## src/videoPkg.sv

```systemverilog
//--------------------
// Line geometry, pixel and line-buffer entry types
//--------------------

package videoPkg;

	localparam int lineWidth = 256;     // One buffer entry per x

	typedef logic [7:0] xCoord;         // Wraps modulo 256
	typedef logic [3:0] pixelColor;

	// {palette 3, color 4}
	typedef logic [6:0] lineEntry;

	localparam pixelColor transparent = 4'd0;
	localparam lineEntry  emptyEntry  = 7'd0;   // Nothing drawn here

endpackage

```

## src/objLineBuffer.sv

```systemverilog
//--------------------
// Ping-pong line buffers
// Draw port and clear-on-read display port
//--------------------

module objLineBuffer (
	input  logic               clk,
	input  logic               reset,
	input  logic               lineStart,
	input  logic               wrEn,
	input  videoPkg::xCoord    wrX,
	input  videoPkg::lineEntry wrEntry,
	input  logic               dispEn,
	input  videoPkg::xCoord    dispX,
	output videoPkg::lineEntry objPixel
);

	logic               drawSel;     // Buffer being drawn
	logic               shownQ;      // Buffer read last cycle
	logic               dispEnQ;
	videoPkg::lineEntry rdData [2];

	// --------------------
	// Buffers, one write port each
	for (genvar b = 0; b < 2; b++) begin : gBuf
		videoPkg::lineEntry lineMem [videoPkg::lineWidth];

		always_ff @(posedge clk) begin
			if (drawSel == 1'(b)) begin
				if (wrEn) lineMem[wrX] <= wrEntry;
			end else if (dispEn) begin
				rdData[b]      <= lineMem[dispX];
				lineMem[dispX] <= videoPkg::emptyEntry;   // Ready for next draw
			end
		end
	end

	// --------------------
	// Select and display control
	always_ff @(posedge clk) begin
		if (reset) begin
			drawSel <= 1'b0;
			shownQ  <= 1'b1;
			dispEnQ <= 1'b0;
		end else begin
			if (lineStart) drawSel <= ~drawSel;   // Swap on every line
			shownQ  <= ~drawSel;
			dispEnQ <= dispEn;
		end
	end

	assign objPixel = dispEnQ ? rdData[shownQ] : videoPkg::emptyEntry;

endmodule

```

## config.mk

```make
export PLATFORM = sky130hd
export DESIGN_NAME = objLineBuffer
export DESIGN_NICKNAME = d
export VERILOG_FILES = /design/src/videoPkg.sv /design/src/objLineBuffer.sv
export SDC_FILE = /design/constraint.sdc
export NUM_CORES = 2
export LEC_CHECK = 0
export BUFFER_PORTS_ARGS = -buffer_cell sky130_fd_sc_hd__buf_2
export CAP_MARGIN = 5
export CELL_PAD_IN_SITES_DETAIL_PLACEMENT = 0
export CELL_PAD_IN_SITES_GLOBAL_PLACEMENT = 1
export CORE_ASPECT_RATIO = 0.5
export CORE_MARGIN = 2
export CORE_UTILIZATION = 61
export DETAILED_ROUTE_END_ITERATION = 8
export PLACE_DENSITY_LB_ADDON = 0.1
export SYNTH_ARGS = -nofsm -noshare
export SYNTH_HDL_FRONTEND = slang
export SYNTH_SLANG_ARGS = --single-unit
```

## constraint.sdc

```tcl
create_clock -name clk -period 10.7 [get_ports clk]
set_input_delay 3.21 -clock clk [delete_from_list [all_inputs] [get_ports clk]]
set_output_delay 3.21 -clock clk [all_outputs]
set_load 0.1 [all_outputs]
```

-- After elaboration in Yosys (flattened, before gate mapping)
Memory sizes are Yosys's and may differ from the RTL's. A register that Yosys moved wholly into a read port is not among the register bits.
Cells that the tools add are included.
- logic and storage cells: 30
- register bits: 2
- input port bits: 28
- output and inout bits: 7
- memories: 3
- memory bits (writable): 3598
- multiplexer cells: 21
- bitwise operators: 1
- reduce and logical (&&, ||, !) cells: 3
- memory list (name ; words ; width ; rd ports ; clocked after Yosys merged registers in ; write ports ; RTL line ; source):
    gBuf[0].lineMem ; 256 ; 7 ; 1 ; 0 ; 1 ; objLineBuffer.sv:26 ; videoPkg::lineEntry lineMem [videoPkg::lineWidth];
    gBuf[1].lineMem ; 256 ; 7 ; 1 ; 0 ; 1 ; objLineBuffer.sv:26 ;
    rdData ; 2 ; 7 ; 1 ; 1 ; 1 ; objLineBuffer.sv:21 ; videoPkg::lineEntry rdData [2];
- operator list (cell ; number):
    two-way mux 7 bit ; 4
    OR reduction 7 bit ; 3
    two-way mux 8 bit ; 2
    two-way mux 1 bit ; 15
    inverter 1 bit ; 1

-- Depth between registers and ports, before layout
- depth in word-level cells: 5
- depth in mapped cells: 12
- gate-level depth less buffers: 7

-- Worst setup path before layout
OpenSTA, ideal clock, no wires.
- path kind: input to register
- start: input dispEn
- end: memory gBuf[1].lineMem[0][0] (netlist bit) (data pin)
- arrival time: 6.963 ns
- stages on the path: 4
- library setup time: 0.869 ns
- slack: 2.868 ns
- data required time: 9.831 ns
- path buffers: 2
- cells stage by stage: nand2b_1 > clkbuf_2 > buf_1 > and2_1
- word-level cells in the longest chain between the ends: 5
- ends and longest elaborated chain (item ; RTL line ; source):
    start, declared ; objLineBuffer.sv:13 ; input logic dispEn,
    two-way mux 1 bit ; objLineBuffer.sv:31 ; end else if (dispEn) begin
    two-way mux 1 bit ; objLineBuffer.sv:29 ; if (drawSel == 1'(b)) begin
    two-way mux 1 bit (not written as such) ; objLineBuffer.sv:33 ; lineMem[dispX] <= videoPkg::emptyEntry;
    OR reduction 7 bit (no line) ; - ;
    two-way mux 7 bit (no line) ; - ;
    end, declared ; objLineBuffer.sv:26 ;
No other way between the ends.

-- Worst setup path after layout
- start: input dispX[1]
- end: memory rdData[1][5] (netlist bit) (data pin)
- word-level cells in the longest chain between the ends: 2
- elaborated cells on any way between the ends: 3
- those cells by class: 1 x mux; 2 x memory
- ends and longest elaborated chain (item ; RTL line ; source):
    start, declared ; objLineBuffer.sv:14 ; input videoPkg::xCoord dispX,
    memory (256 x 7 bit) ; - ;
    two-way mux 7 bit (no line) (*) ; - ;
    end, declared ; objLineBuffer.sv:21 ;
Every way passes the cells marked *; elsewhere a longest branch is shown, timed or not.

==> run_results.csv <==
group,metric,value,unit
status,status,"finished, final reports clean",
routing,drtIter0Drc,10010,
layout,fillers,14500,
logic_synthesis,synth_nets,6732,
critical_path,critical_path.max_fanout,81,
routing,vias,69630,
global_routing,met2_usage,0.4667,
critical_path,required,11240,ps
logic_synthesis,ys.flop_type,"edfxtp_1",
timing,rsz0062_at_grt,"no",
routing,wl_per_cell,35.47,um
logic_synthesis,netlist_instances,6704,
cts,cts_num_sinks,3601,
logic_synthesis,syn_area_per_cell,20.89,sq um
timing,final_hold_viol_count,0,
timing,finalSetupTns,0,ps
routing,drt-vias-per-instance,6.914,
cts,cts_resized,0,
timing,hold_slack,607.9,ps
pwr,p_per_area,185.5,nW/um^2
routing,drc,0,
cts,root_buffer,"clkbuf_16",
placed_design,port_buffers,34,
die,die_x,681.6,um
layout,fin_area,152600,sq um
timing,setup_viol,0,
global_routing,use_met3,0.07385,
logic_synthesis,syn-cell-area,140000,sq um
placed_design,hpwl,215700,um
layout,area_delta_synth_final,9.006,%
timing,worstMarginPinSlew,1406,ps
logic_synthesis,synthArstFlopShare,0,
critical_path,cp-end-kind,"register",
global_routing,grt_max_degree,205,
cts,clk_pin_slew,70,ps
die,die_area,233600,sq um
logic_synthesis,ys_ff_latch,3601,
pwr,vdd_ir_drop_max,0.0001350,V
layout,final_cell_mix,"edfxtp_1, mux4_2, nor2_1",
worst_hold_path,worst_hold_path_type,"register to register",
global_routing,antenna_found_initial,9,
critical_path,start_kind,"input pin",
global_routing,grt_first_pass_wirelength,507100,um
cts,cts_hold_buf,0,
cts,post_cts_buffers,0,
global_routing,gr-usage-all-layers,0.3079,
die,ioPinCount,35,
layout,final_cells,10070,
logic_synthesis,synth_edf_count,3598,
die,core,228400,sq um
critical_path,crit_arrival,7660,ps
cts,cts-htree-levels,5,
cts,cts_buffers,304,
placed_design,gp_congestion,0.8853,
timing,slew_headroom,0.05934,
cts,worstSkewPairLatency,850,ps
die,die_y,342.8,um
routing,wirelength,357200,um
cts,cts_tree,"built",
global_routing,grt_remaining_overflow,0,
global_routing,use_met1,0.4604,
critical_path,criticalPathCategory,"input pin to register",
layout,drive_gt1_frac,0.2038,
layout,nets,6785,
logic_synthesis,yosysUniqueCellTypes,60,
timing,slew_violations,0,
routing,first_pass_iters,6,
layout,final_common_cell,"edfxtp_1",
global_routing,grt_pass1_vias,68950,
die,initial_core_util,0.6131,
timing,finalCriticalPeriod,7119,ps
timing,max_freq,140.5,MHz
timing,finClkSkew,25.06,ps
placed_design,placed_area,143000,sq um
routing,ant_nets,0,
global_routing,top_usage_layer,"met2",
pwr,leakagePower,0.04716,uW
die,num_rows,124,
cts,cts_buffer_depth,4,
logic_synthesis,yosysWarnings,0,
placed_design,dp.cells,9538,
logic_synthesis,seq_area_frac_synth,0.7720,
timing,post-route-period-util,0.6653,
run,maxCapViolCount,0,
==> cells in the mapped netlist (3+ instances only) <==
cell type  number  area [sq um]
a211oi_1       30         225.2
a21oi_1       109         545.5
a221oi_1       37         324.1
a22o_1         25         219.0
a22oi_1       217          1629
a31oi_1        13         81.33
a32oi_1         3         26.28
and2_1         23         143.9
and3b_1         3         26.28
buf_1          26         97.59
buf_12         12         240.2
buf_2          81         405.4
buf_4          37         277.8
buf_6          46         518.0
buf_8          16         240.2
clkbuf_1      197         739.5
dfxtp_1         3         60.06
edfxtp_1     3598        108000
mux2_2         13         146.4
mux2i_1       312          3123
mux4_2        772         17390
nand2_1       159         596.8
nand2b_1       16         100.1
nand3_1        35         175.2
nand3b_1        6         45.04
nand4_1        23         143.9
nor2_1        548          2057
nor2b_1        28         175.2
nor3_1         18         90.09
nor4_1         36         225.2
o211ai_1       29         217.7
o21a_1          3         22.52
o21ai_0        46         230.2
o221ai_1       71         621.9
o22a_1         14         122.6
o22ai_1        54         337.8
o32ai_1         9         78.83
or2_2           7         43.79
==> through the flow <==
stage,util,setup slack (ps),total power [uW]
floorplan,-,2868,16990
global placement,0.6262,2950,17520
detailed placement,0.6262,2909,17560
CTS,0.6682,3736,28350
global route,0.6683,3520,28950
finish,0.6683,3581,28310
==> power breakdown <==
part	switching [uW]	leakage (uW)	total (uW)	internal, uW
Sequential	16.7	0.0326	15700	15700
Combinational	1130	0.00982	1580	450
Clock	4940	0.00471	11000	6100
==> cell type report <==
cell class | instances | area (sq um) | area share
Multi-Input combinational cell | 2683 | 29570 | 0.1938
Inverter | 4 | 17.52 | 0.0001148
Timing Repair Buffer | 163 | 1460 | 0.009566
Clock buffer | 371 | 8114 | 0.05316
Antenna cell | 4 | 10.01 | 0.00006558
Sequential cell | 3601 | 108100 | 0.7082
Clock inverter | 157 | 1495 | 0.009796
Tap cell | 3087 | 3862 | 0.02530
==> layer usage <==
metal | up-vias | share of wire
met2 | 4052 | 0.46
met3 | 561 | 0.11
li1 | 28040 | -
met5 | - | 0.00015
met4 | 8 | 0.029
met1 | 36970 | 0.39
==> logic make-up (layout without fill, tap and decap cells) <==
logic type | after synthesis | count (layout) | share of synthesized area
compound gates | 674 | 674 | 0.03441
xor+xnor | 1 | 1 | 0.00006256
buf+inv | 420 | 695 | 0.01813
flops | 3601 | 3601 | 0.7720
mux | 1097 | 1097 | 0.1475
other cells | 0 | 4 | 0
simple gates | 911 | 911 | 0.02785
==> registers in the layout, summed over array words and instances, names as in the netlist, named ones only <==
name and flops:
dispEnQ 1, rdData 14, gBuf.lineMem 3584, drawSel 1
==> path summary, 6_finish.rpt <==
kind / start / to / slack [ps] / depth (start not counted)
worst max-delay path: dispX[1] / rdData[1][5] / 3580 / 9
worst min register to register: drawSel / register / 610 / 1
worst max register to register: drawSel / gBuf[1].lineMem[227][5] / 6160 / 6
worst min-delay path: drawSel / register / 610 / 1
==> worst max-delay path, cell delays in order <==
cell and delay (ps):
buf_8 470, buf_12 500, buf_4 480, mux4_2 400, a22o_1 230, a221oi_1 840, o32ai_1 200, nor3_1 960
nor3_1 190
No activity file was read; power rests on OpenSTA's default activity.
