**config.mk**
```make
export PLATFORM = sky130hd
export DESIGN_NAME = objPixelFetch
export DESIGN_NICKNAME = d
export VERILOG_FILES = /design/src/objPkg.sv /design/src/videoPkg.sv /design/src/objPixelFetch.sv
export SDC_FILE = /design/constraint.sdc
export NUM_CORES = 1
export LEC_CHECK = 0
export BUFFER_PORTS_ARGS = -buffer_cell sky130_fd_sc_hd__buf_2
export CORE_MARGIN = 2
export CORE_UTILIZATION = 50
export CTS_CLUSTER_DIAMETER = 120
export DETAILED_ROUTE_END_ITERATION = 6
export PLACE_DENSITY = 0.88
export SYNTH_ARGS = -nofsm -noshare
export SYNTH_HDL_FRONTEND = slang
export SYNTH_SLANG_ARGS = --single-unit
```
**constraint.sdc**
```tcl
create_clock -name clk -period 2.9 [get_ports clk]
set_input_delay 0.29 -clock clk [delete_from_list [all_inputs] [get_ports clk]]
set_output_delay 0.29 -clock clk [all_outputs]
set_load 0.005 [all_outputs]
```
**src/objPkg.sv**
```systemverilog
//--------------------
// Sprite attribute word layout and its two views
// Tile and row types, ROM and CPU address widths
//--------------------

package objPkg;

	localparam int attrAddrWidth = 9;   // 512 CPU bytes
	localparam int romAddrWidth  = 17;  // {tile, row in tile, word}
	localparam int romDataWidth  = 16;  // Four 4-bit pixels per word

	typedef logic [10:0] tileNum;       // {tileHi, tileLo}
	typedef logic [4:0]  objRow;        // Row 0..31 within a sprite

	// Field view, byte 3 down to byte 0
	typedef struct packed {
		logic [7:0] xPos;               // Byte 3
		logic [7:0] tileLo;             // Byte 2
		logic       doubleHeight;       // Byte 1 bit 7
		logic       flipX;
		logic [2:0] palette;
		logic [2:0] tileHi;
		logic [7:0] yPos;               // Byte 0
	} objFields;

	// One attribute word, seen as CPU bytes or as sprite fields
	typedef union packed {
		logic [3:0][7:0] bytes;
		objFields        f;
	} objAttr;

endpackage

```
**src/videoPkg.sv**
```systemverilog
//--------------------
// Line geometry, pixel and line-buffer entry types
//--------------------

package videoPkg;

	localparam int lineWidth = 256;     // One buffer entry per x

	typedef logic [7:0] xCoord;         // Wraps modulo 256
	typedef logic [3:0] pixelColor;

	// {palette 3, color 4}
	typedef logic [6:0] lineEntry;

	localparam pixelColor transparent = 4'd0;
	localparam lineEntry  emptyEntry  = 7'd0;   // Nothing drawn here

endpackage

```
**src/objPixelFetch.sv**
```systemverilog
//--------------------
// Sprite row fetch from graphics ROM
// Pixel unpack into line buffer writes
//--------------------

module objPixelFetch (
	input  logic                            clk,
	input  logic                            reset,
	input  logic                            drawReq,
	input  objPkg::tileNum                  drawTile,
	input  objPkg::objRow                   drawRow,
	input  logic [2:0]                      drawPalette,
	input  logic                            drawFlip,
	input  videoPkg::xCoord                 drawX,
	input  logic                            romAck,
	input  logic [objPkg::romDataWidth-1:0] romData,
	output logic                            drawAck,
	output logic                            romReq,
	output logic [objPkg::romAddrWidth-1:0] romAddr,
	output logic                            wrEn,
	output videoPkg::xCoord                 wrX,
	output videoPkg::lineEntry              wrEntry
);

	localparam logic [2:0] sIdle = 3'd0;
	localparam logic [2:0] sReq  = 3'd1;   // Wait for romAck low, then request
	localparam logic [2:0] sAck  = 3'd2;
	localparam logic [2:0] sPix  = 3'd3;   // One nibble per cycle
	localparam logic [2:0] sDone = 3'd4;

	logic [2:0]                      state;
	logic [1:0]                      wordIdx;
	logic [1:0]                      nibble;
	objPkg::tileNum                  jobTile;
	logic [3:0]                      jobRow;
	logic [objPkg::romDataWidth-1:0] romWord;
	logic [3:0]                      pixelIdx;
	logic [3:0]                      offset;
	videoPkg::pixelColor             color;

	assign romAddr  = {jobTile, jobRow, wordIdx};   // Stable through each request
	assign pixelIdx = {wordIdx, nibble};            // Pixel 0..15 of the row
	assign color    = romWord[{nibble, 2'b00} +: 4];
	assign offset   = drawFlip ? ~pixelIdx : pixelIdx;   // 15 - p when mirrored

	// Job fields are held by the scanner until drawAck
	assign wrX     = drawX + videoPkg::xCoord'(offset);
	assign wrEntry = {drawPalette, color};
	assign wrEn    = (state == sPix) && (color != videoPkg::transparent);

	// --------------------
	// Handshake FSM
	always_ff @(posedge clk) begin
		if (reset) begin
			state   <= sIdle;
			wordIdx <= 2'd0;
			nibble  <= 2'd0;
			romReq  <= 1'b0;
			drawAck <= 1'b0;
		end else begin
			case (state)
				sIdle: if (drawReq) begin
					wordIdx <= 2'd0;
					state   <= sReq;
				end
				sReq: if (!romAck) begin
					romReq <= 1'b1;
					state  <= sAck;
				end
				sAck: if (romAck) begin
					romReq <= 1'b0;   // Model drops romAck next
					nibble <= 2'd0;
					state  <= sPix;
				end
				sPix: begin
					nibble <= nibble + 1'b1;
					if (nibble == 2'd3) begin
						if (wordIdx == 2'd3) begin
							drawAck <= 1'b1;   // Whole row written
							state   <= sDone;
						end else begin
							wordIdx <= wordIdx + 1'b1;
							state   <= sReq;
						end
					end
				end
				sDone: if (!drawReq) begin
					drawAck <= 1'b0;
					state   <= sIdle;
				end
				default: state <= sIdle;
			endcase
		end
	end

	// Tile and row in tile, lower half of a double-height sprite is tile + 1
	always_ff @(posedge clk) begin
		if (state == sIdle && drawReq) begin
			jobTile <= drawTile + objPkg::tileNum'(drawRow[4]);
			jobRow  <= drawRow[3:0];
		end
		if (state == sAck && romAck) romWord <= romData;
	end

endmodule

```
; Yosys cells after proc, flatten, opt, wreduce, memory -nomap -nowiden
; Cells that the tools add are included.
[word_totals]
register_bits = 40
latch_bits = 0
ramBits = 0
romBits = 0
input_bits = 48
output_inout_bits = 35
word_cells = 62
n_memories = 0
[op_classes]
add_sub_neg = 4
n_mul = 0
n_div = 0
magnitude_cmp = 0
eq_ne = 13
n_shift = 1
muxes = 21
bitwise_logic = 1
n_reduce_logical = 14
[op_table]
columns = operator, n
row1 = $mux W3, 6
row2 = $shiftx A16 B5 Y4, 1
row3 = $pmux W3 S5, 1
row4 = $add A11 B1 Y11, 1
row5 = $ne A2 B2 Y1 const B, 5
row6 = $add A8 B4 Y8, 1
row7 = $mux W2, 4
row8 = $pmux W2 S2, 2
row9 = $reduce_and A4 Y1, 2
row10 = $reduce_bool A2 Y1, 4
row11 = $eq A3 B2 Y1 const B, 2
row12 = $mux W1, 5
row13 = $reduce_and A5 Y1, 1
row14 = $add A2 B1 Y2 const B, 2
row15 = $eq A2 B2 Y1 const B, 2
row16 = $mux W4, 1
row17 = $ne A2 B1 Y1 const B, 2
row18 = $not A4 Y4, 1
row19 = $pmux W1 S2, 2
row20 = $reduce_bool A4 Y1, 1
row21 = $eq A3 B1 Y1 const B, 1
row22 = $eq A3 B3 Y1 const B, 1
row23 = $logic_and A1 B1 Y1, 3
row24 = $logic_not A3 Y1, 1
row25 = 2 further kinds, 2

; Depth between registers and ports, before layout
; Gate-level depths: netlist of run 1.
[logic_depth]
word_depth = 4
mapped_depth = 8
ltp_nobuf = 7

; Least setup slack after synthesis of run 1
; No wires, ideal clock.
[synth_path]
path_type = reg-to-output
start = register nibble[0]
end = output wrX[6]
t_arrival_ns = 1.775
required_ns = 2.610
setup_slack_ns = 0.835
stages_incl_launch_ff = 9
path_buffers = 1
cell_sequence = dfxtp_1 -> buf_6 -> xor2_1 -> ha_1 -> fa_1 -> a21o_1 -> a21oi_1 -> nor2_1 -> xor2_1
[synth_between]
elab_chain_len = 3
[synth_lines]
columns = element, line_no
row1 = start: declaration, objPixelFetch.sv:33  ; logic [1:0] nibble;
row2 = start signal: assignment, objPixelFetch.sv:76  ; nibble <= nibble + 1'b1;
row3 = $not A4 Y4, objPixelFetch.sv:44  ; assign offset = drawFlip ? ~pixelIdx : pixelIdx;
row4 = $mux W4 (*), objPixelFetch.sv:44
row5 = $add A8 B4 Y8 (*), objPixelFetch.sv:47  ; assign wrX = drawX + videoPkg::xCoord'(offset);
row6 = end: declaration, objPixelFetch.sv:21  ; output videoPkg::xCoord wrX,
; Mark *: on every way between the ends. The rest lies on a longest branch, timed or not.

; Final worst setup path of run 1
[layout_path]
start = register nibble[1]
end = output wrX[6]
; Same word-level chain as after synthesis.

==> impl_metrics.tcl, run 1 <==
set metrics [dict create \
    path_common_cell "xor2_1" \
    multiInputGateArea_um2 747 \
    r2r_setup_slack_ns 1.34 \
    synthCells 148 \
    ys_top_cells_by_count "edfxtp_1 (31), nor2_1 (14), xor2_1 (10)" \
    syn_area_um2 1910 \
    grt_max_degree 17 \
    hp-class "input pin to flop" \
    yosys_register_bits 40 \
    cts_tree "done" \
    synth_top_flop_cell "edfxtp_1" \
    drtPass1Iterations 4 \
    report.final.slew_viol_count 0 \
    yosysWarnings 0 \
    yosys.cell_count.top_type "edfxtp_1" \
    synth.net_count 205 \
    crit_start "nibble[1]$_SDFFE_PP0P_" \
    synth_cell_types 36 \
    drcViolationCount 0 \
    vias 1399 \
    r2r-start "nibble[1]$_SDFFE_PP0P_" \
    fin_setup_tns_ns 0 \
    n_fill_cell 289 \
    cp.depth 7 \
    postSynth.asyncResetShare 0 \
    cts_resized 0 \
    drive_gt1_frac 0.401 \
    synth_area_leaders "edfxtp_1 (49%), dfxtp_1 (9.4%), ha_1 (5.2%)" \
    path_cells "xor2_1, fa_1, a21o_1, a21oi_1, nor2_1, xor2_1, buf_2" \
    period_share 0.848 \
    worstPathBufferInverterCount 1 \
    rsz0062_at_grt "no" \
    p_int_mw 0.900 \
    num_antenna_cells 0 \
    max_slew_margin 0.783 \
    grt_antenna_before_repair 0 \
    ir_worst_vdd_mv 0.364 \
    rows 22 \
    skew_ns 0.00492 \
    dp_hpwl_um 2850 \
    grtUsageTotal 0.182 \
    crit_slowest_cell "dfxtp_1" \
    fmax_mhz 407 \
    start_kind "flop" \
    numCtsBuffers 5 \
    via_per_inst 5.09 \
    cts-root-buf "clkbuf_8" \
    outcome "complete, no violations" \
    fin_crit_ns 2.46 \
    finalHoldViolations 0 \
    die_y_um 65.8 \
    gp_congestion 0.777 \
    postLayoutCoreUtil 0.660 \
    die_w_um 65.8 \
    seq_area_frac_synth 0.581 \
    cts_max_path_buffers 2 \
    leakage_nw 1.04 \
    dieArea_um2 4330 \
    syn_to_final_growth_pct 26.4 \
    path_clk_slew_ns 0.08 \
    tightest_slew_ns 0.325 \
    synth_edf_count 31 \
    grt_pass1_wl_um 5820 \
    synth_top_cell_by_area "edfxtp_1" \
    syn_avg_cell_area_um2 12.9 \
    p_comb_frac 0.138 \
    rr_endpoint "wordIdx[0]$_SDFFE_PP0P_" \
    power_per_cell_area_nw_per_um2 491 \
    cts_max_level 2 \
    p_switching_mw 0.286 \
    yosys.area.top_type_share 0.487 \
    postCtsSetupRepairBufs 0 \
    critical-path-top-delay-family "flip-flops" \
    routedWlPerCell_um 13.0 \
    swShare 0.241 \
    finalSetupViolCount 0 \
    grt_pass1_vias 1376 \
    start_util 0.522 \
    reg2reg_depth 5 \
    pwr-share-clk 0.306 \
    drtAntennaViolNets 0 \
    slowest_delay_ns 0.52 \
    portBuffers 76 \
    worst_ep_arrival_time_ns 2.17 \
    drtIter0Drc 42 \
    core_area_um2 3660 \
    cp-end-kind "output pin" \
    seqPwrFrac 0.556 \
    worstSetupPathType "flop to output pin" \
    fin_nets 283 \
    pin_count 83 \
    clock-sinks 40 \
    grt.overflow.total 0 \
    critPathCapture "wrX[6]" \
    cts_hold_buf 0 \
    cap_violations 0 \
    drt-total-wl_um 3580 \
    crit_required_ns 2.61 \
    seqCellArea_um2 1110 \
    min_from "romData[0]" \
    insertion_delay_ns 0.29 \
    crit_fanout 7 \
]
-- sequential cells by signal, indices dropped and copies added, names as in the netlist --
| register | flops |
|---|---|
| drawAck | 1 |
| jobRow | 4 |
| jobTile | 11 |
| nibble | 2 |
| romReq | 1 |
| romWord | 16 |
| state | 3 |
| wordIdx | 2 |
-- area by class of cell --
class | instances | share of cell area
flip-flops and latches | 40 | 0.460
multi-input cells | 99 | 0.309
repair buffers | 79 | 0.167
clock buffers | 5 | 0.0285
well taps | 48 | 0.0248
clock inverters | 3 | 0.00983
inverters | 1 | 0.00155
-- metal layers --
layer | routed length [µm] | track usage | vias up
met3 | 214 | 0.0528 | 8
met2 | 1940 | 0.336 | 42
li1 | - | - | 702
met1 | 1370 | 0.190 | 647
met4 | 59 | 0.0781 | 0
met5 | 0 | 0 | -
-- placed cells by master, fill, tap and decap left out, types with 3 or more instances in the layout --
master	instances
nor3_1	3
xor2_1	10
xnor2_1	9
buf_2	76
ha_1	8
a21oi_1	8
clkbuf_8	5
nor2_1	14
nand2_1	9
buf_4	3
edfxtp_1	31
mux4_2	3
nand4_1	3
nand3_1	6
dfxtp_1	9
-- cells by family (layout without fill, tap and decap cells) --
family	count (synthesis)	in the layout	share of synthesized area
AO/OA/AOI/OAI	18	18	0.0576
XOR/XNOR	19	19	0.0870
adder cells (fa/ha/maj)	9	9	0.0628
buffers and inverters	9	88	0.0281
flip-flops	40	40	0.581
multiplexers	6	6	0.0596
AND/OR/NAND/NOR	47	47	0.124
-- worst min path at each step --
stage / slack (ns) / cells after the start / to
detailed placement: 0.47 / 1 / romWord[0]$_DFFE_PP_
CTS: 0.16 / 1 / romWord[0]$_DFFE_PP_
global route: 0.15 / 1 / romWord[0]$_DFFE_PP_
global placement: 0.46 / 2 / romReq$_SDFFE_PP0P_
finish: 0.16 / 1 / romWord[0]$_DFFE_PP_
floorplan: 0.39 / 0 / jobRow[0]$_DFFE_PP_
-- stage by stage --
step | cells | setup WS, ns | hold WS, ns | total power [mW] | area (µm²)
after floorplan | 148 | 0.835 | 0.389 | 0.755 | 1910
after global placement | 267 | 0.705 | 0.458 | 0.831 | 2320
after detailed placement | 267 | 0.671 | 0.468 | 0.838 | 2320
after CTS | 275 | 0.419 | 0.158 | 1.20 | 2420
after global routing | 275 | 0.273 | 0.154 | 1.24 | 2420
final | 275 | 0.440 | 0.165 | 1.19 | 2420
-- power by group through the flow --
stage	sequential, mW	combinational [mW]	clock [mW]
finish	0.659	0.163	0.363
global route	0.663	0.183	0.398
CTS	0.660	0.166	0.373
detailed placement	0.673	0.165	0
global placement	0.671	0.160	0
floorplan	0.670	0.0848	0
Note: power is estimated with default switching activity, not from simulation.
==> run 2: changes to the inputs <==
--- a/config.mk
+++ b/config.mk
@@ -7,10 +7,10 @@
 export LEC_CHECK = 0
 export BUFFER_PORTS_ARGS = -buffer_cell sky130_fd_sc_hd__buf_2
 export CORE_MARGIN = 2
-export CORE_UTILIZATION = 50
+export CORE_UTILIZATION = 47
 export CTS_CLUSTER_DIAMETER = 120
 export DETAILED_ROUTE_END_ITERATION = 6
-export PLACE_DENSITY = 0.88
+export PLACE_DENSITY = 0.83
 export SYNTH_ARGS = -nofsm -noshare
 export SYNTH_HDL_FRONTEND = slang
 export SYNTH_SLANG_ARGS = --single-unit
==> constraint.sdc (replaced) <==
create_clock -name clk -period 2.5 [get_ports clk]
set_input_delay 0.25 -clock clk [delete_from_list [all_inputs] [get_ports clk]]
set_output_delay 0.25 -clock clk [all_outputs]
set_load 0.005 [all_outputs]
==> impl_metrics.tcl, run 2 (same netlist as run 1, synthesis figures left out) <==
set metrics [dict create \
    final_common_cell "buf_2" \
    whs_ns 0.131 \
    dieArea_um2 4590 \
    cts_tree "done" \
    seqCellArea_um2 1110 \
    worstPathBufferInverterCount 1 \
    pin_count 83 \
    cts_max_path_buffers 2 \
    cap_violations 0 \
    die_y_um 67.8 \
    fin_crit_ns 2.34 \
    place_area_um2 2330 \
    cp-end-kind "output pin" \
    largest_register "romWord" \
    p_comb_frac 0.114 \
    largest_register_ffs 16 \
    core_area_um2 3970 \
    drt-total-wl_um 3480 \
    grt_pass1_wl_um 5460 \
    slowest_delay_ns 0.41 \
    report.final.slew_viol_count 0 \
    fin_setup_tns_ns 0 \
    critical-path-top-delay-family "adder cells" \
    rows 23 \
    portBuffers 76 \
    max_slew_margin 0.790 \
    postCtsSetupRepairBufs 0 \
    seqPwrFrac 0.457 \
    path_cells "xor2_1, ha_1, fa_1, a21o_1, a21oi_2, nor2_1, xor2_1, buf_2" \
    cts_hold_buf 0 \
    clock-sinks 40 \
    grt_antenna_before_repair 0 \
    crit_required_ns 2.25 \
    drtAntennaViolNets 0 \
    p_int_mw 1.35 \
    skew_ns 0.00214 \
    fmax_mhz 427 \
    largestRegisters "romWord (16), jobTile (11), jobRow (4)" \
    cts_max_level 2 \
    outcome "complete, no violations" \
    final_cell_mix "buf_2 (76), edfxtp_1 (31), nor2_1 (14), xor2_1 (10)" \
    syn_to_final_growth_pct 30.6 \
    vias 1396 \
    drive_gt1_frac 0.408 \
    hp-class "input pin to flop" \
    tightest_slew_ns 0.314 \
    finalHoldViolations 0 \
    start_util 0.481 \
    grt_pass1_vias 1330 \
    path_common_cell "xor2_1" \
    via_per_inst 5.02 \
    worst_ep_arrival_time_ns 2.09 \
    crit_slowest_cell "fa_1" \
    routedWlPerCell_um 12.5 \
    grtUsageTotal 0.162 \
    dp_hpwl_um 2710 \
    design_area_um2 2500 \
    insertion_delay_ns 0.29 \
    fin_nets 284 \
    period_share 0.936 \
    path_clk_slew_ns 0.07 \
    multiInputGateArea_um2 751 \
    drtPass1Iterations 4 \
    crit_fanout 2 \
    grt_max_degree 17 \
    drcViolationCount 0 \
    numCtsBuffers 5 \
    grt.overflow.total 0 \
    power_per_cell_area_nw_per_um2 669 \
    rsz0062_at_grt "no" \
    p_switching_mw 0.324 \
    finalSetupViolCount 0 \
    gp_congestion 0.753 \
    leakage_nw 1.08 \
    drtIter0Drc 33 \
    worstSetupPathType "flop to output pin" \
    n_fill_cell 328 \
    start_kind "flop" \
    cts-root-buf "clkbuf_8" \
    pwr-share-clk 0.429 \
    die_w_um 67.8 \
    ir_worst_vdd_mv 0.470 \
    swShare 0.194 \
    num_antenna_cells 0 \
]
-- run 2: repair_timing --
item | 4_1_cts | 5_1_grt
endpoints found under the setup margin | 0 | 1
gates resized for setup | 0 | 1
hold endpoints to repair | 0 | 0
-- run 2: path summary, 6_finish.rpt --
path,from,to,slack [ns],cells past startpoint
max,nibble[0]$_SDFFE_PP0P_,wrX[6],0.16,8
min,romData[1],romWord[1]$_DFFE_PP_,0.13,1
max reg2reg,nibble[0]$_SDFFE_PP0P_,wordIdx[0]$_SDFFE_PP0P_,1.00,6
min reg2reg,romReq$_SDFFE_PP0P_,romReq$_SDFFE_PP0P_,0.47,2
-- run 2: per-stage QoR --
stage	power, mW	setup WS (ns)	cells	utilization
4_1_cts	1.69	0.0866	278	0.628
2_1_floorplan	0.876	0.475	148	-
3_3_place_gp	0.965	0.385	270	0.588
3_5_place_dp	0.972	0.340	270	0.588
6_report	1.67	0.160	278	0.629
5_1_grt	1.74	0.0213	278	0.629
-- run 2: power by group through the flow --
| stage | Sequential [mW] | Clock (mW) | Combinational (mW) |
|---|---|---|---|
| final | 0.764 | 0.717 | 0.190 |
| after global routing | 0.768 | 0.756 | 0.218 |
| after CTS | 0.765 | 0.733 | 0.192 |
| after detailed placement | 0.780 | 0 | 0.192 |
| after global placement | 0.778 | 0 | 0.186 |
| after floorplan | 0.778 | 0 | 0.0984 |
-- run 2: cell type report --
type,count,share of cell area
multi-input cells,99,0.301
clock inverters,3,0.0361
well taps,50,0.0251
repair buffers,80,0.164
inverters,1,0.00150
flip-flops and latches,40,0.445
clock buffers,5,0.0276
-- run 2: routing by layer --
layer | wire length, µm | GRT usage | vias to the layer above
li1 | - | - | 701
met5 | 0 | 0 | -
met4 | 45 | 0.0600 | 0
met3 | 248 | 0.0550 | 4
met1 | 1420 | 0.177 | 650
met2 | 1760 | 0.289 | 41
-- run 2: worst register-to-register path, stage by stage, from the launching register on --
cell and delay (ns):
dfxtp_1 0.35, buf_4 0.18, ha_1 0.25, nand4b_1 0.13, a21oi_2 0.22, mux2i_1 0.22
nor2_1 0.05
==> run 3: changes to the inputs <==
--- a/config.mk
+++ b/config.mk
@@ -5,12 +5,14 @@
 export SDC_FILE = /design/constraint.sdc
 export NUM_CORES = 1
 export LEC_CHECK = 0
+export ABC_CLOCK_PERIOD_IN_PS = 2500
 export BUFFER_PORTS_ARGS = -buffer_cell sky130_fd_sc_hd__buf_2
 export CORE_MARGIN = 2
-export CORE_UTILIZATION = 47
+export CORE_UTILIZATION = 49
+export CTS_BUF_LIST = sky130_fd_sc_hd__clkbuf_2
 export CTS_CLUSTER_DIAMETER = 120
 export DETAILED_ROUTE_END_ITERATION = 6
-export PLACE_DENSITY = 0.83
+export PLACE_DENSITY = 0.86
 export SYNTH_ARGS = -nofsm -noshare
 export SYNTH_HDL_FRONTEND = slang
 export SYNTH_SLANG_ARGS = --single-unit
==> impl_metrics.tcl, run 3 (same netlist as run 1, synthesis figures left out) <==
set metrics [dict create \
    outcome "complete, no violations" \
    final_cell_mix "buf_2 (76), edfxtp_1 (31), dlygate4sd3_1 (20), nor2_1 (14), xor2_1 (10)" \
    crit_start "nibble[0]$_SDFFE_PP0P_" \
    reg2reg_depth 3 \
    syn_to_final_growth_pct 38.5 \
    final_common_cell "buf_2" \
    grt_pass1_wl_um 5830 \
    grt_max_degree 17 \
    drcViolationCount 0 \
    swShare 0.219 \
    crit_fanout 2 \
    hold_path_depth 2 \
    numCtsBuffers 5 \
    num_antenna_cells 0 \
    grt_antenna_before_repair 0 \
    whs_ns 0.119 \
    largest_register "romWord" \
    gp_congestion 0.804 \
    cts-root-buf "clkbuf_2" \
    fin_nets 306 \
    largest_register_ffs 16 \
    vias 1487 \
    insertion_delay_ns 0.39 \
    fmax_mhz 412 \
    start_kind "flop" \
    pwr-share-clk 0.327 \
    p_switching_mw 0.321 \
    die_w_um 66.5 \
    grtUsageTotal 0.182 \
    drtIter0Drc 44 \
    postLayoutCoreUtil 0.712 \
    path_clk_slew_ns 0.21 \
    dp_hpwl_um 2740 \
    skew_ns 0.0222 \
    n_fill_cell 268 \
    start_util 0.514 \
    rsz0062_at_grt "yes" \
    min_from "reset" \
    die_y_um 66.5 \
    portBuffers 76 \
    ir_worst_vdd_mv 0.444 \
    p_comb_frac 0.152 \
    routedWlPerCell_um 13.9 \
    cts_max_path_buffers 2 \
    worstSetupPathType "flop to output pin" \
    r2r-start "state[0]$_SDFFE_PP0P_" \
    via_per_inst 4.99 \
    p_total_mw 1.47 \
    grt_pass1_vias 1320 \
    drtAntennaViolNets 0 \
    drtPass1Iterations 4 \
    place_area_um2 2330 \
    power_per_cell_area_nw_per_um2 554 \
    report.final.slew_viol_count 0 \
    period_share 0.971 \
    dieArea_um2 4420 \
    drive_gt1_frac 0.392 \
    finalSetupViolCount 0 \
    clock-sinks 40 \
    pin_count 83 \
    crit_required_ns 2.25 \
    grt.overflow.total 0 \
    setup_slack_ns 0.0718 \
    cts_max_level 2 \
    rr_endpoint "jobRow[0]$_DFFE_PP_" \
    hp-class "input pin to flop" \
    max_slew_margin 0.775 \
    core_area_um2 3720 \
    worst_ep_arrival_time_ns 2.18 \
    min_to "nibble[0]$_SDFFE_PP0P_" \
    design_area_um2 2650 \
    cp-end-kind "output pin" \
    r2r_setup_slack_ns 0.98 \
    fin_crit_ns 2.43 \
    rows 22 \
    leakage_nw 1.15 \
    cap_violations 0 \
    drt-total-wl_um 4130 \
    preCtsSetupSlack_ns 0.343 \
    tightest_slew_ns 0.337 \
    p_int_mw 1.15 \
    cts_tree "done" \
    largestRegisters "romWord (16), jobTile (11), jobRow (4)" \
    seqPwrFrac 0.522 \
    finalHoldViolations 0 \
]
==> run 3: layout make-up <==
cell class	count	area [µm²]	share of cell area
clock buffers	6	30.0	0.0113
inverters	1	3.75	0.00142
clock inverters	2	60.1	0.0227
flip-flops and latches	40	1110	0.420
well taps	48	60.1	0.0227
multi-input cells	99	756	0.285
repair buffers	102	626	0.236
==> run 3: critical path: stages, from the launching register on <==
cell and delay [ns]:
dfxtp_2 0.37, xor2_1 0.15, ha_2 0.20, fa_2 0.40, a21o_1 0.18, a21oi_2 0.15
nor2_1 0.07, xor2_1 0.13, buf_2 0.12
==> run 3: how the worst max path moves through the flow <==
stage                     slack, ns      to
after global routing          -0.05  wrX[6]
after detailed placement       0.34  wrX[6]
after CTS                     0.007  wrX[6]
after global placement         0.38  wrX[6]
after floorplan                0.47  wrX[6]
final                          0.07  wrX[6]
==> run 3: routing by layer <==
layer / routed length [µm] / GRT usage / vias to the layer above / share of wire
met1: 1590 / 0.200 / 690 / 0.39
met5: 0 / 0 / - / 0
li1: - / - / 745 / -
met2: 2240 / 0.318 / 46 / 0.54
met4: 38 / 0.0561 / 0 / 0.0092
met3: 266 / 0.0777 / 6 / 0.064
==> run 3: stage by stage <==
step                instances  TNS [ns]
detailed placement        268         0
global placement          268         0
floorplan                 148         0
CTS                       283         0
global route              298   -0.0573
finish                    298         0
==> run 3: power groups by stage <==
stage | registers (mW) | logic, mW | clock network (mW)
6_report | 0.766 | 0.222 | 0.479
5_1_grt | 0.770 | 0.246 | 0.519
4_1_cts | 0.766 | 0.201 | 0.483
3_5_place_dp | 0.780 | 0.190 | 0
3_3_place_gp | 0.778 | 0.186 | 0
2_1_floorplan | 0.778 | 0.0984 | 0
==> run 3: repair_timing <==
action | CTS | global route
endpoints found under the setup margin | 1 | 2
hold endpoints to repair | 7 | 13
pin swaps | 0 | 5
hold buffers | 7 | 13
setup buffers | 0 | 2
gates resized for setup | 1 | 3
